--- config.mk ---
export PLATFORM = sky130hd
export DESIGN_NAME = rom_loader_top
export DESIGN_NICKNAME = d
export VERILOG_FILES = /design/src/loader_pkg.sv /design/src/rom_loader_top.sv /design/src/cart_info_regs.sv /design/src/quirk_detect.sv /design/src/flash_tag_detect.sv /design/src/halfword_packer.sv /design/src/download_decoder.sv
export VERILOG_INCLUDE_DIRS = /design/src
export SDC_FILE = /design/constraint.sdc
export NUM_CORES = 1
export LEC_CHECK = 0
export BUFFER_PORTS_ARGS = -buffer_cell sky130_fd_sc_hd__buf_2
export CORE_MARGIN = 10
export CORE_UTILIZATION = 44
export DETAILED_ROUTE_END_ITERATION = 10
export PLACE_DENSITY = 0.67
export SYNTH_ARGS = -nofsm -noshare
export SYNTH_HDL_FRONTEND = slang
export SYNTH_HIERARCHICAL = 1
export SYNTH_SLANG_ARGS = --single-unit
--- constraint.sdc ---
create_clock -name clk_sys -period 3.65 [get_ports clk_sys]
set_input_delay 0.365 -clock clk_sys [delete_from_list [all_inputs] [get_ports clk_sys]]
set_output_delay 0.365 -clock clk_sys [all_outputs]
set_load 0.02 [all_outputs]
--- src/loader_config.svh ---
`ifndef LOADER_CONFIG_SVH
`define LOADER_CONFIG_SVH

// ==================================================
// Download stream geometry
// ==================================================

`define LDR_ADDR_W      27  // Byte address width of the host stream
`define LDR_DATA_W      16  // One halfword per write strobe
`define LDR_BIOS_ADDR_W 12  // BIOS word address, 16 KB image

// Index 0 is the BIOS and every other index that is not the cheat slot is a cartridge
`define LDR_CHEAT_INDEX 255

// ==================================================
// Cartridge header layout
// ==================================================

`define LDR_TITLE_OFS 'hA0  // Game title inside the ROM header
`define LDR_TITLE_LEN 12    // Title bytes, zero padded
`define LDR_QUIRK_N   8     // Entries in the title quirk table
`define LDR_TAG_BYTES 9     // Length of the flash tag string

`endif
--- src/loader_pkg.sv ---
`include "loader_config.svh"

package loader_pkg;

	// ==================================================
	// Host download stream
	// ==================================================

	typedef struct packed {
		logic                   wr;   // Single cycle write strobe
		logic [`LDR_ADDR_W-1:0] addr; // Byte address, always even
		logic [`LDR_DATA_W-1:0] dout; // Low byte goes to the even address
	} ioctl_word_t;

	// Packed BIOS word
	// Low halfword arrives first
	typedef logic [31:0] bios_data_t;

	typedef struct packed {
		logic [`LDR_BIOS_ADDR_W-1:0] addr; // Word address into BIOS RAM
		bios_data_t                  data;
	} bios_word_t;

	// Cheat record as it streams in, flags word first
	typedef struct packed {
		logic [31:0] replace;
		logic [31:0] compare;
		logic [31:0] address;
		logic [31:0] flags;   // Halfword slots 0 and 1
	} cheat_code_t;

	typedef struct packed {
		logic                   cart_loaded;        // A cartridge has been downloaded
		logic [1:0]             cart_type;          // Index bits 7:6 of the download
		logic                   flash_1m;           // 128 KB flash save type
		logic                   sram_quirk;
		logic                   memory_remap_quirk;
		logic [`LDR_ADDR_W-3:0] max_pak_addr;       // Last word address of the image
	} cart_info_t;

	// ==================================================
	// Scanner constants
	// ==================================================

	localparam logic [`LDR_TAG_BYTES*8-1:0] FLASH_TAG = "FLASH1M_V";

	typedef struct packed {
		logic [`LDR_TITLE_LEN*8-1:0] title; // First character in the top byte
		logic                        sram;  // Disable SRAM/flash save
		logic                        remap; // NES classic memory mirroring
	} quirk_entry_t;

	localparam quirk_entry_t QUIRK_TABLE [`LDR_QUIRK_N] = '{
		'{title: "ROCKY BOXING",           sram: 1'b1, remap: 1'b0},
		'{title: "DBZ LGCYGOKU",           sram: 1'b1, remap: 1'b0},
		// NES classics need both
		'{title: {"BOMBER MAN", 16'h0000}, sram: 1'b1, remap: 1'b1},
		'{title: {"CASTLEVANIA", 8'h00},   sram: 1'b1, remap: 1'b1},
		'{title: {"DONKEY KONG", 8'h00},   sram: 1'b1, remap: 1'b1},
		'{title: {"DR. MARIO", 24'h000000}, sram: 1'b1, remap: 1'b1},
		'{title: {"SUPER MARIO", 8'h00},   sram: 1'b1, remap: 1'b1},
		'{title: {"ZELDA 1", 40'h0000000000}, sram: 1'b1, remap: 1'b1}
	};

endpackage

--- src/rom_loader_top.sv ---
`timescale 1ns/10ps
`include "loader_config.svh"

module rom_loader_top
	import loader_pkg::*;
(
	input  logic        clk_sys,
	input  logic        reset,
	input  logic        dl_active,     // Host download level
	input  logic [7:0]  dl_index,
	input  ioctl_word_t ioctl,
	input  logic        bios_keep,     // Keep the current BIOS
	output logic        cart_download,
	output logic        bios_wr,
	output bios_word_t  bios_word,
	output logic        cheat_valid,
	output cheat_code_t cheat_code,
	output logic        cheat_clear,
	output cart_info_t  cart_info
);

	logic                        bios_download;
	logic                        code_download;
	logic                        cart_start;
	logic                        cart_end;
	logic                        bios_en;
	bios_data_t                  bios_data;
	logic [`LDR_BIOS_ADDR_W-1:0] bios_addr;
	logic                        tag_hit;
	logic                        sram_hit;
	logic                        remap_hit;

	// ==================================================
	// Download classes
	// ==================================================

	download_decoder decoder (
		.clk_sys       (clk_sys),
		.reset         (reset),
		.dl_active     (dl_active),
		.dl_index      (dl_index),
		.cart_download (cart_download),
		.bios_download (bios_download),
		.code_download (code_download),
		.cart_start    (cart_start),
		.cart_end      (cart_end),
		.cheat_clear   (cheat_clear)
	);

	// ==================================================
	// Packers
	// ==================================================

	assign bios_en   = bios_download & ~bios_keep; // Keep blocks all BIOS writes
	assign bios_word = '{addr: bios_addr, data: bios_data};

	halfword_packer #(.payload_t(bios_data_t)) bios_packer (
		.clk_sys   (clk_sys),
		.reset     (reset),
		.enable    (bios_en),
		.ioctl     (ioctl),
		.payload   (bios_data),
		.slot_addr (bios_addr),
		.done      (bios_wr)
	);

	halfword_packer #(.payload_t(cheat_code_t)) cheat_packer (
		.clk_sys   (clk_sys),
		.reset     (reset),
		.enable    (code_download),
		.ioctl     (ioctl),
		.payload   (cheat_code),
		.slot_addr (),            // Cheat records carry no word address
		.done      (cheat_valid)
	);

	// ==================================================
	// Cartridge scanners and facts
	// ==================================================

	flash_tag_detect flash_scan (
		.clk_sys (clk_sys),
		.reset   (reset),
		.enable  (cart_download),
		.ioctl   (ioctl),
		.tag_hit (tag_hit)
	);

	quirk_detect quirk_scan (
		.clk_sys   (clk_sys),
		.reset     (reset),
		.enable    (cart_download),
		.ioctl     (ioctl),
		.sram_hit  (sram_hit),
		.remap_hit (remap_hit)
	);

	cart_info_regs cart_regs (
		.clk_sys    (clk_sys),
		.reset      (reset),
		.cart_start (cart_start),
		.cart_end   (cart_end),
		.cart_type  (dl_index[7:6]),
		.end_addr   (ioctl.addr),    // Host holds the last address after the download
		.tag_hit    (tag_hit),
		.sram_hit   (sram_hit),
		.remap_hit  (remap_hit),
		.info       (cart_info)
	);

endmodule

--- src/cart_info_regs.sv ---
`timescale 1ns/10ps
`include "loader_config.svh"

module cart_info_regs
	import loader_pkg::*;
(
	input  logic                   clk_sys,
	input  logic                   reset,
	input  logic                   cart_start, // Cartridge download began
	input  logic                   cart_end,   // Cartridge download finished
	input  logic [1:0]             cart_type,  // Index bits 7:6
	input  logic [`LDR_ADDR_W-1:0] end_addr,   // Byte address of the last write
	input  logic                   tag_hit,
	input  logic                   sram_hit,
	input  logic                   remap_hit,
	output cart_info_t             info
);

	always_ff @(posedge clk_sys) begin
		if (reset) begin
			info <= '0;
		end else begin
			// New image, forget what the scanners found last time
			if (cart_start) begin
				info.cart_loaded        <= 1'b1;
				info.cart_type          <= cart_type;
				info.flash_1m           <= 1'b0;
				info.sram_quirk         <= 1'b0;
				info.memory_remap_quirk <= 1'b0;
			end

			// Scanner pulses are sticky until the next start
			if (tag_hit)   info.flash_1m           <= 1'b1;
			if (sram_hit)  info.sram_quirk         <= 1'b1;
			if (remap_hit) info.memory_remap_quirk <= 1'b1;

			if (cart_end) begin
				info.max_pak_addr <= end_addr[`LDR_ADDR_W-1:2]; // Word address
			end
		end
	end

endmodule

--- src/quirk_detect.sv ---
`timescale 1ns/10ps
`include "loader_config.svh"

module quirk_detect
	import loader_pkg::*;
(
	input  logic        clk_sys,
	input  logic        reset,
	input  logic        enable,    // Cartridge download level
	input  ioctl_word_t ioctl,
	output logic        sram_hit,  // Pulse, title needs the SRAM quirk
	output logic        remap_hit  // Pulse, title needs the remap quirk
);

	localparam int TITLE_W = `LDR_TITLE_LEN * 8;

	logic [`LDR_ADDR_W-1:0] title_rel; // Byte offset into the title field
	logic [3:0]             title_ofs;
	logic [6:0]             bit_pos;   // Lowest bit of the halfword slot
	logic [TITLE_W-1:0]     title_q;
	logic                   in_title;
	logic                   at_end;    // First write past the title
	logic                   wr_en;
	logic                   sram_match;
	logic                   remap_match;

	assign wr_en     = enable & ioctl.wr;
	assign title_rel = ioctl.addr - `LDR_ADDR_W'(`LDR_TITLE_OFS); // Wraps high below the field
	assign title_ofs = title_rel[3:0];
	assign in_title  = (title_rel < `LDR_ADDR_W'(`LDR_TITLE_LEN));
	assign at_end    = (title_rel == `LDR_ADDR_W'(`LDR_TITLE_LEN));

	// First character lands in the top byte
	assign bit_pos = {4'(`LDR_TITLE_LEN - 2) - title_ofs, 3'd0};

	// ==================================================
	// Title capture
	// ==================================================

	always_ff @(posedge clk_sys) begin
		if (wr_en && in_title) begin
			title_q[bit_pos +: 16] <= {ioctl.dout[7:0], ioctl.dout[15:8]}; // Byte swap
		end
	end

	// ==================================================
	// Table compare
	// ==================================================

	always_comb begin
		sram_match  = 1'b0;
		remap_match = 1'b0;
		for (int i = 0; i < `LDR_QUIRK_N; i++) begin
			if (QUIRK_TABLE[i].title == title_q) begin
				sram_match  = sram_match | QUIRK_TABLE[i].sram;
				remap_match = remap_match | QUIRK_TABLE[i].remap;
			end
		end
	end

	always_ff @(posedge clk_sys) begin
		if (reset) begin
			sram_hit  <= 1'b0;
			remap_hit <= 1'b0;
		end else begin
			sram_hit  <= 1'b0;
			remap_hit <= 1'b0;
			if (wr_en && at_end) begin // Title complete by now
				sram_hit  <= sram_match;
				remap_hit <= remap_match;
			end
		end
	end

endmodule

--- src/flash_tag_detect.sv ---
`timescale 1ns/10ps
`include "loader_config.svh"

module flash_tag_detect
	import loader_pkg::*;
(
	input  logic        clk_sys,
	input  logic        reset,
	input  logic        enable,  // Cartridge download level
	input  ioctl_word_t ioctl,
	output logic        tag_hit  // Tag seen in the last write
);

	localparam int HIST_W = (`LDR_TAG_BYTES - 1) * 8;

	logic [HIST_W-1:0] history; // Last eight bytes, newest at the bottom
	logic [7:0]        lo_byte;
	logic [7:0]        hi_byte;
	logic              hit_even; // Tag starts at an even address
	logic              hit_odd;  // Tag starts at an odd address
	logic              wr_en;

	assign wr_en   = enable & ioctl.wr;
	assign lo_byte = ioctl.dout[7:0];
	assign hi_byte = ioctl.dout[15:8];

	// Tag ends on this write's low byte
	assign hit_even = ({history, lo_byte} == FLASH_TAG);
	// Drop the oldest byte, tag ends on the high byte
	assign hit_odd  = ({history[HIST_W-9:0], lo_byte, hi_byte} == FLASH_TAG);

	always_ff @(posedge clk_sys) begin
		if (reset) begin
			history <= '0;
			tag_hit <= 1'b0;
		end else begin
			tag_hit <= wr_en & (hit_even | hit_odd);
			if (wr_en) begin
				history <= {history[HIST_W-17:0], lo_byte, hi_byte}; // Low byte first
			end
		end
	end

endmodule

--- src/halfword_packer.sv ---
`timescale 1ns/10ps
`include "loader_config.svh"

module halfword_packer
	import loader_pkg::*;
#(
	parameter type payload_t = bios_data_t
) (
	input  logic                        clk_sys,
	input  logic                        reset,
	input  logic                        enable,    // Class level for this payload
	input  ioctl_word_t                 ioctl,
	output payload_t                    payload,
	output logic [`LDR_BIOS_ADDR_W-1:0] slot_addr, // Address bits above the slots
	output logic                        done       // Last slot just written
);

	localparam int PAYLOAD_W = $bits(payload_t);
	localparam int SLOTS     = PAYLOAD_W / `LDR_DATA_W;
	localparam int SLOT_W    = $clog2(SLOTS);

	logic [PAYLOAD_W-1:0] data_q;
	logic [SLOT_W-1:0]    slot;
	logic                 last;
	logic                 wr_en;

	assign wr_en = enable & ioctl.wr;
	assign slot  = ioctl.addr[SLOT_W:1];             // Bit 0 is the byte lane
	assign last  = (slot == SLOT_W'(SLOTS - 1));

	// Payload storage
	always_ff @(posedge clk_sys) begin
		if (wr_en) begin
			data_q[slot*`LDR_DATA_W +: `LDR_DATA_W] <= ioctl.dout;
		end
		if (wr_en && last) begin
			slot_addr <= ioctl.addr[SLOT_W+1 +: `LDR_BIOS_ADDR_W]; // Word address
		end
	end

	always_ff @(posedge clk_sys) begin
		if (reset) begin
			done <= 1'b0;
		end else begin
			done <= wr_en & last; // One pulse per completed word
		end
	end

	assign payload = payload_t'(data_q);

endmodule

--- src/download_decoder.sv ---
`timescale 1ns/10ps
`include "loader_config.svh"

module download_decoder (
	input  logic       clk_sys,
	input  logic       reset,
	input  logic       dl_active,     // Host download level
	input  logic [7:0] dl_index,      // Menu slot of the file being sent
	output logic       cart_download,
	output logic       bios_download,
	output logic       code_download, // Cheat file
	output logic       cart_start,
	output logic       cart_end,
	output logic       cheat_clear    // New cheat file, drop old codes
);

	logic is_bios;
	logic is_cheat;
	logic cart_q;   // Cart level delayed for edge detect
	logic active_q; // Raw download level delayed

	assign is_bios  = (dl_index == 8'd0);
	assign is_cheat = (dl_index == 8'(`LDR_CHEAT_INDEX));

	always_ff @(posedge clk_sys) begin
		if (reset) begin
			cart_download <= 1'b0;
			bios_download <= 1'b0;
			code_download <= 1'b0;
			cart_q        <= 1'b0;
			active_q      <= 1'b0;
			cart_start    <= 1'b0;
			cart_end      <= 1'b0;
			cheat_clear   <= 1'b0;
		end else begin
			// Class levels, one cycle behind the host
			cart_download <= dl_active & ~is_bios & ~is_cheat;
			bios_download <= dl_active & is_bios;
			code_download <= dl_active & is_cheat;

			cart_q     <= cart_download;
			cart_start <= cart_download & ~cart_q;  // Rise of the cart level
			cart_end   <= ~cart_download & cart_q;  // Fall of the cart level

			// Cheat clear looks at the raw level, not the class level
			active_q    <= dl_active;
			cheat_clear <= dl_active & ~active_q & is_cheat;
		end
	end

endmodule

==> results of run 1 <==
==> layer usage <==
metal	GRT usage	vias up	share of wire
li1	-	5585	-
met2	0.346	526	0.47
met5	0	-	0
met1	0.272	5918	0.40
met4	0.0764	0	0.032
met3	0.0694	98	0.10
==> worst min path at each step <==
| stage | startpoint | to | cells after the start |
|---|---|---|---|
| 6_report | ioctl[27] | bios_packer/slot_addr[9]$_DFFE_PP_ | 1 |
| 3_3_place_gp | decoder/active_q$_SDFF_PP0_ | decoder/cheat_clear$_SDFF_PP0_ | 1 |
| 3_5_place_dp | decoder/active_q$_SDFF_PP0_ | decoder/cheat_clear$_SDFF_PP0_ | 1 |
| 5_1_grt | ioctl[27] | bios_packer/slot_addr[9]$_DFFE_PP_ | 1 |
| 2_1_floorplan | decoder/active_q$_SDFF_PP0_ | decoder/cheat_clear$_SDFF_PP0_ | 1 |
| 4_1_cts | ioctl[27] | bios_packer/slot_addr[9]$_DFFE_PP_ | 1 |
==> registers in the layout, summed over array words and instances (netlist names), 12 cells and up <==
signal / cells
bios_packer/payload: 32
flash_scan/history: 64
cheat_packer/payload: 128
bios_packer/slot_addr: 12
cart_regs/info: 31
quirk_scan/title_q: 96
==> through the flow <==
| stage | util | instances | hold WS (ns) |
|---|---|---|---|
| global route | 0.536 | 2147 | 0.0621 |
| finish | 0.536 | 2147 | 0.0723 |
| detailed placement | 0.498 | 2073 | 0.380 |
| floorplan | - | 1366 | 0.376 |
| CTS | 0.536 | 2147 | 0.0483 |
| global placement | 0.498 | 2073 | 0.380 |
==> worst reg2reg max path, cell delays in order (launching register included) <==
cell,delay [ns]
edfxtp_1,0.38
nor4b_1,0.85
and4b_1,0.41
nand4_1,0.11
a2111oi_0,0.45
o21ai_0,0.20
a41oi_1,0.36
==> power by group through the flow <==
stage                     combinational [mW]  clock, mW  sequential (mW)
after floorplan                        0.376          0             4.68
after global placement                 0.614          0             4.67
after detailed placement               0.625          0             4.67
after CTS                              0.627       4.33             4.58
after global routing                   0.683       4.49             4.58
final                                  0.633       4.28             4.58
==> area by class of cell <==
type | count | area share
sequential | 376 | 0.523
multi-input combinational | 904 | 0.287
timing repair buffer | 312 | 0.0865
clock buffer | 53 | 0.0579
tap | 468 | 0.0300
clock inverter | 21 | 0.0136
inverter | 13 | 0.00250
==> flow_summary.ini, run 1 <==
[timing]
rsz0062_at_grt = no
setup_ws_ns = 0.763
finClkSkew_ns = 0.0138
min_period_ns = 2.89
finalHoldViolations = 0
tightest_slew_ns = 1.16
fmax_mhz = 346
slew_violations = 0
max-slew-margin-rel = 0.225
finalSetupViolations = 0
fin_crit_sh = 0.791
final.setup.tns_ns = 0

[layout]
nets = 1715
area_growth_syn_to_layout_pct = 20.6
drive_above_1_share = 0.266
antenna_cells = 0
layout_common_cells = 268 x edfxtp_1, 261 x buf_2, 206 x nor2_1, 170 x nand2_1, 108 x dfxtp_1
multi_input_area_um2 = 5610
seq_area_um2 = 10200
final_area_um2 = 19500
nFillCells = 3217
mostFrequentLayoutCell = edfxtp_1

[synth]
synthesis.area_um2 = 16200
syn-num-nets = 1433
synthCells = 1366
syn_area_per_cell_um2 = 11.9
yosysWarnings = 6

[clock_network]
holdBufCountCts = 0
clock-sinks = 376
root_buffer = clkbuf_16
clock_latency_ns = 0.55
cts_buffers = 41
postCtsSetupBuffers = 0
path_clk_slew_ns = 0.06
cts_tree = done
cts_htree_levels = 2
cts_resized = 0
clockBufferDepth = 3

[worst_setup_path]
ff2ff_setup_slack_ns = 0.76
max_stage_delay_ns = 0.85
crit_path_start_kind = register
worst-path-stages = 6
startpoint = quirk_scan/title_q[55]$_DFFE_PP_
r2r_start = quirk_scan/title_q[55]$_DFFE_PP_
endpoint = quirk_scan/sram_hit$_SDFF_PP0_
cp.required_ns = 4.07
crit_type = reg2reg
r2r-end = quirk_scan/sram_hit$_SDFF_PP0_
end_kind = register
reg2reg_depth = 6
cp_max_fo = 3
worstPathCellList = nor4b_1, and4b_1, nand4_1, a2111oi_0, o21ai_0, a41oi_1
crit_slowest_cell = nor4b_1
cp_num_buf_inv = 0
cp.arrival_ns = 3.31
cp_top_family = simple AND/OR/NAND/NOR gates

[power]
power_density_nw_per_um2 = 486
switching_share = 0.230
power_frac_comb = 0.067
power_switching_mw = 2.19
irDropWorstVdd_uv = 383
p_total_mw = 9.50
p_int_mw = 7.31
power.leakage_nw = 7.60
clock_power_share = 0.451
seq_power_share = 0.483

[floorplan]
placementRows = 70
die_x_um = 212
die_area_um2 = 44900
pin_count = 263
coreArea_um2 = 36400
initial_core_util = 0.445
dieHeight_um = 212

[grt]
grt_max_degree = 80
grt_pass1_vias = 11800
antenna_found_initial = 0
track_usage = 0.217
grt_pass1_wl_mm = 73.7
gr-total-overflow = 0

[placed_design]
place.gp.congestion = 0.933
dp_hpwl_mm = 34.5
io_buffers = 262
placed_area_um2 = 18100
post-place-ws_ns = 0.354

[min_path]
hold_class = in2reg

[route]
routedWlPerCell_um = 23.2
dr_total_vias = 12100
drt-pass1-iter-count = 6
first_iter_violations = 1018
totalWireLength_mm = 49.8
postRouteAntennaNets = 0
route.detailed.drc = 0
vias_per_cell = 5.65

[status]
status = complete, no violations

[run]
drv_cap = 0
Power figures use the tool's default switching activity.
==> run 2, diff against run 1 <==
- PLACE_DENSITY: 0.67 -> not set
- clock period: 3.65 -> 2.7 ns (I/O delays scaled with it)
==> run 2 against run 1 <==
Highest routed layer unchanged. Critical endpoint unchanged. Final cell count is 3.8% higher. First-iteration DRC count is 3.0% higher. Non-clock buffer count is 81 higher. Sequential cell count unchanged. Register-to-register slack got worse by 0.65 ns. Largest cell class unchanged. Via count rose by 1.9%. Die area stayed put. Fmax grew 12%.
==> flow_summary.ini, run 2 (synthesized netlist as in run 1, its figures left out) <==
[route]
first_iter_violations = 1049
routedWlPerCell_um = 23.1
drt-pass1-iter-count = 5
vias_per_cell = 5.54
route.detailed.drc = 0
dr_total_vias = 12400
postRouteAntennaNets = 0
totalWireLength_mm = 51.6

[clock_network]
cts_resized = 0
cts_htree_levels = 2
clockBufferDepth = 3
clock-sinks = 376
root_buffer = clkbuf_16
clock_latency_ns = 0.57
cts_tree = done
path_clk_slew_ns = 0.06
cts_buffers = 41

[timing]
rsz0062_at_grt = no
slew_violations = 0
holdWs_ns = 0.0299
tightest_slew_ns = 0.740
finClkSkew_ns = 0.0147
fin_crit_sh = 0.958
fmax_mhz = 386
min_period_ns = 2.59
finalHoldViolations = 0
finalSetupViolations = 0
final.setup.tns_ns = 0
max-slew-margin-rel = 0.506

[worst_setup_path]
cp.required_ns = 3.19
worstPathCellList = or4b_1, nor4_1, buf_4, nand4_1, a2111oi_0, o21ai_0, a41oi_1
cp.arrival_ns = 3.08
r2r_start = quirk_scan/title_q[69]$_DFFE_PP_
r2r-end = quirk_scan/sram_hit$_SDFF_PP0_
crit_path_start_kind = register
max_stage_delay_ns = 0.58
ff2ff_setup_slack_ns = 0.11
endpoint = quirk_scan/sram_hit$_SDFF_PP0_
end_kind = register
startpoint = quirk_scan/title_q[69]$_DFFE_PP_
cp_max_fo = 3
crit_slowest_cell = or4b_1
crit_type = reg2reg
reg2reg_depth = 7

[grt]
grt_pass1_wl_mm = 75.9
grt_pass1_vias = 12100
track_usage = 0.225
gr-total-overflow = 0
antenna_found_initial = 1
grt_max_degree = 69

[placed_design]
dp.cells = 2132
dp_hpwl_mm = 36.1
io_buffers = 262
place.gp.congestion = 0.903

[status]
status = complete, no violations

[layout]
fin_util = 0.557
mostFrequentLayoutCell = edfxtp_1
nFillCells = 3146
seq_area_um2 = 10200
area_growth_syn_to_layout_pct = 25.3
drive_above_1_share = 0.288
layout_common_cells = 268 x edfxtp_1, 261 x buf_2, 199 x nor2_1, 170 x nand2_1, 108 x dfxtp_1
nets = 1796
largest_reg_flops = 128
multi_input_area_um2 = 5690
final_cell_count_no_fill = 2229
antenna_cells = 0

[floorplan]
coreArea_um2 = 36400
pin_count = 263
dieHeight_um = 212
placementRows = 70
initial_core_util = 0.445
die_x_um = 212
die_area_um2 = 44900

[power]
clock_power_share = 0.421
power_frac_comb = 0.080
switching_share = 0.239
seq_power_share = 0.499
power.leakage_nw = 7.98
power_switching_mw = 2.97
power_density_nw_per_um2 = 612
p_int_mw = 9.45
irDropWorstVdd_uv = 538

[min_path]
hold_class = in2reg

[run]
drv_cap = 0
## run 2: per-stage QoR
| step | worst slack, ns | cell area (um2) | total power, mW |
|---|---|---|---|
| floorplan | -0.211 | 16300 | 6.85 |
| global placement | -0.382 | 18800 | 7.26 |
| detailed placement | -0.398 | 18800 | 7.28 |
| CTS | 0.145 | 20300 | 12.5 |
| global route | 0.0152 | 20300 | 12.8 |
| finish | 0.112 | 20300 | 12.4 |
## run 2: area by class of cell
type / instances / area share
clock buffers: 54 / 0.0550
repair buffers: 393 / 0.124
flip-flops and latches: 376 / 0.503
clock inverters: 21 / 0.00641
inverters: 13 / 0.00240
multi-input cells: 904 / 0.280
well taps: 468 / 0.0289
## run 2: timing repair
item	4_1_cts	5_1_grt
hold buffers	22	0
setup endpoints to repair	0	0
setup buffers	0	0
hold endpoints to repair	21	0
## run 2: worst min-delay path by stage
stage	endpoint	cells past startpoint	startpoint	slack, ns
after global placement	decoder/cheat_clear$_SDFF_PP0_	1	decoder/active_q$_SDFF_PP0_	0.38
after CTS	cart_regs/info[21]$_SDFFE_PP0P_	3	ioctl[39]	0.001
after global routing	bios_packer/slot_addr[5]$_DFFE_PP_	2	ioctl[23]	0.02
after floorplan	cart_regs/info[26]$_SDFFE_PP0P_	1	reset	0.34
final	bios_packer/slot_addr[5]$_DFFE_PP_	2	ioctl[23]	0.03
after detailed placement	decoder/cheat_clear$_SDFF_PP0_	1	decoder/active_q$_SDFF_PP0_	0.39
## run 2: power by group through the flow
stage                     Combinational, mW  Clock (mW)  Sequential, mW
after floorplan                       0.526           0            6.32
after global placement                0.949           0            6.31
after detailed placement              0.964           0            6.32
after CTS                             0.990        5.33            6.19
after global routing                   1.07        5.56            6.19
final                                 0.994        5.23            6.19
## run 2: worst max-delay path, delay by kind of cell, from the launching register on
kind / cells / cell delay, ns
and+or+nand+nor: 3 / 0.95
buffers and inverters: 1 / 0.16
DFF: 1 / 0.41
AOI/OAI and AO/OA: 3 / 0.98
## run 2: layer usage
layer	up-vias	global-route usage	wire length, um	part of all wire
li1	5752	-	-	-
met3	91	0.0492	3740	0.072
met5	-	0	0	0
met2	442	0.386	26200	0.51
met4	0	0.0858	1550	0.030
met1	6067	0.270	20100	0.39
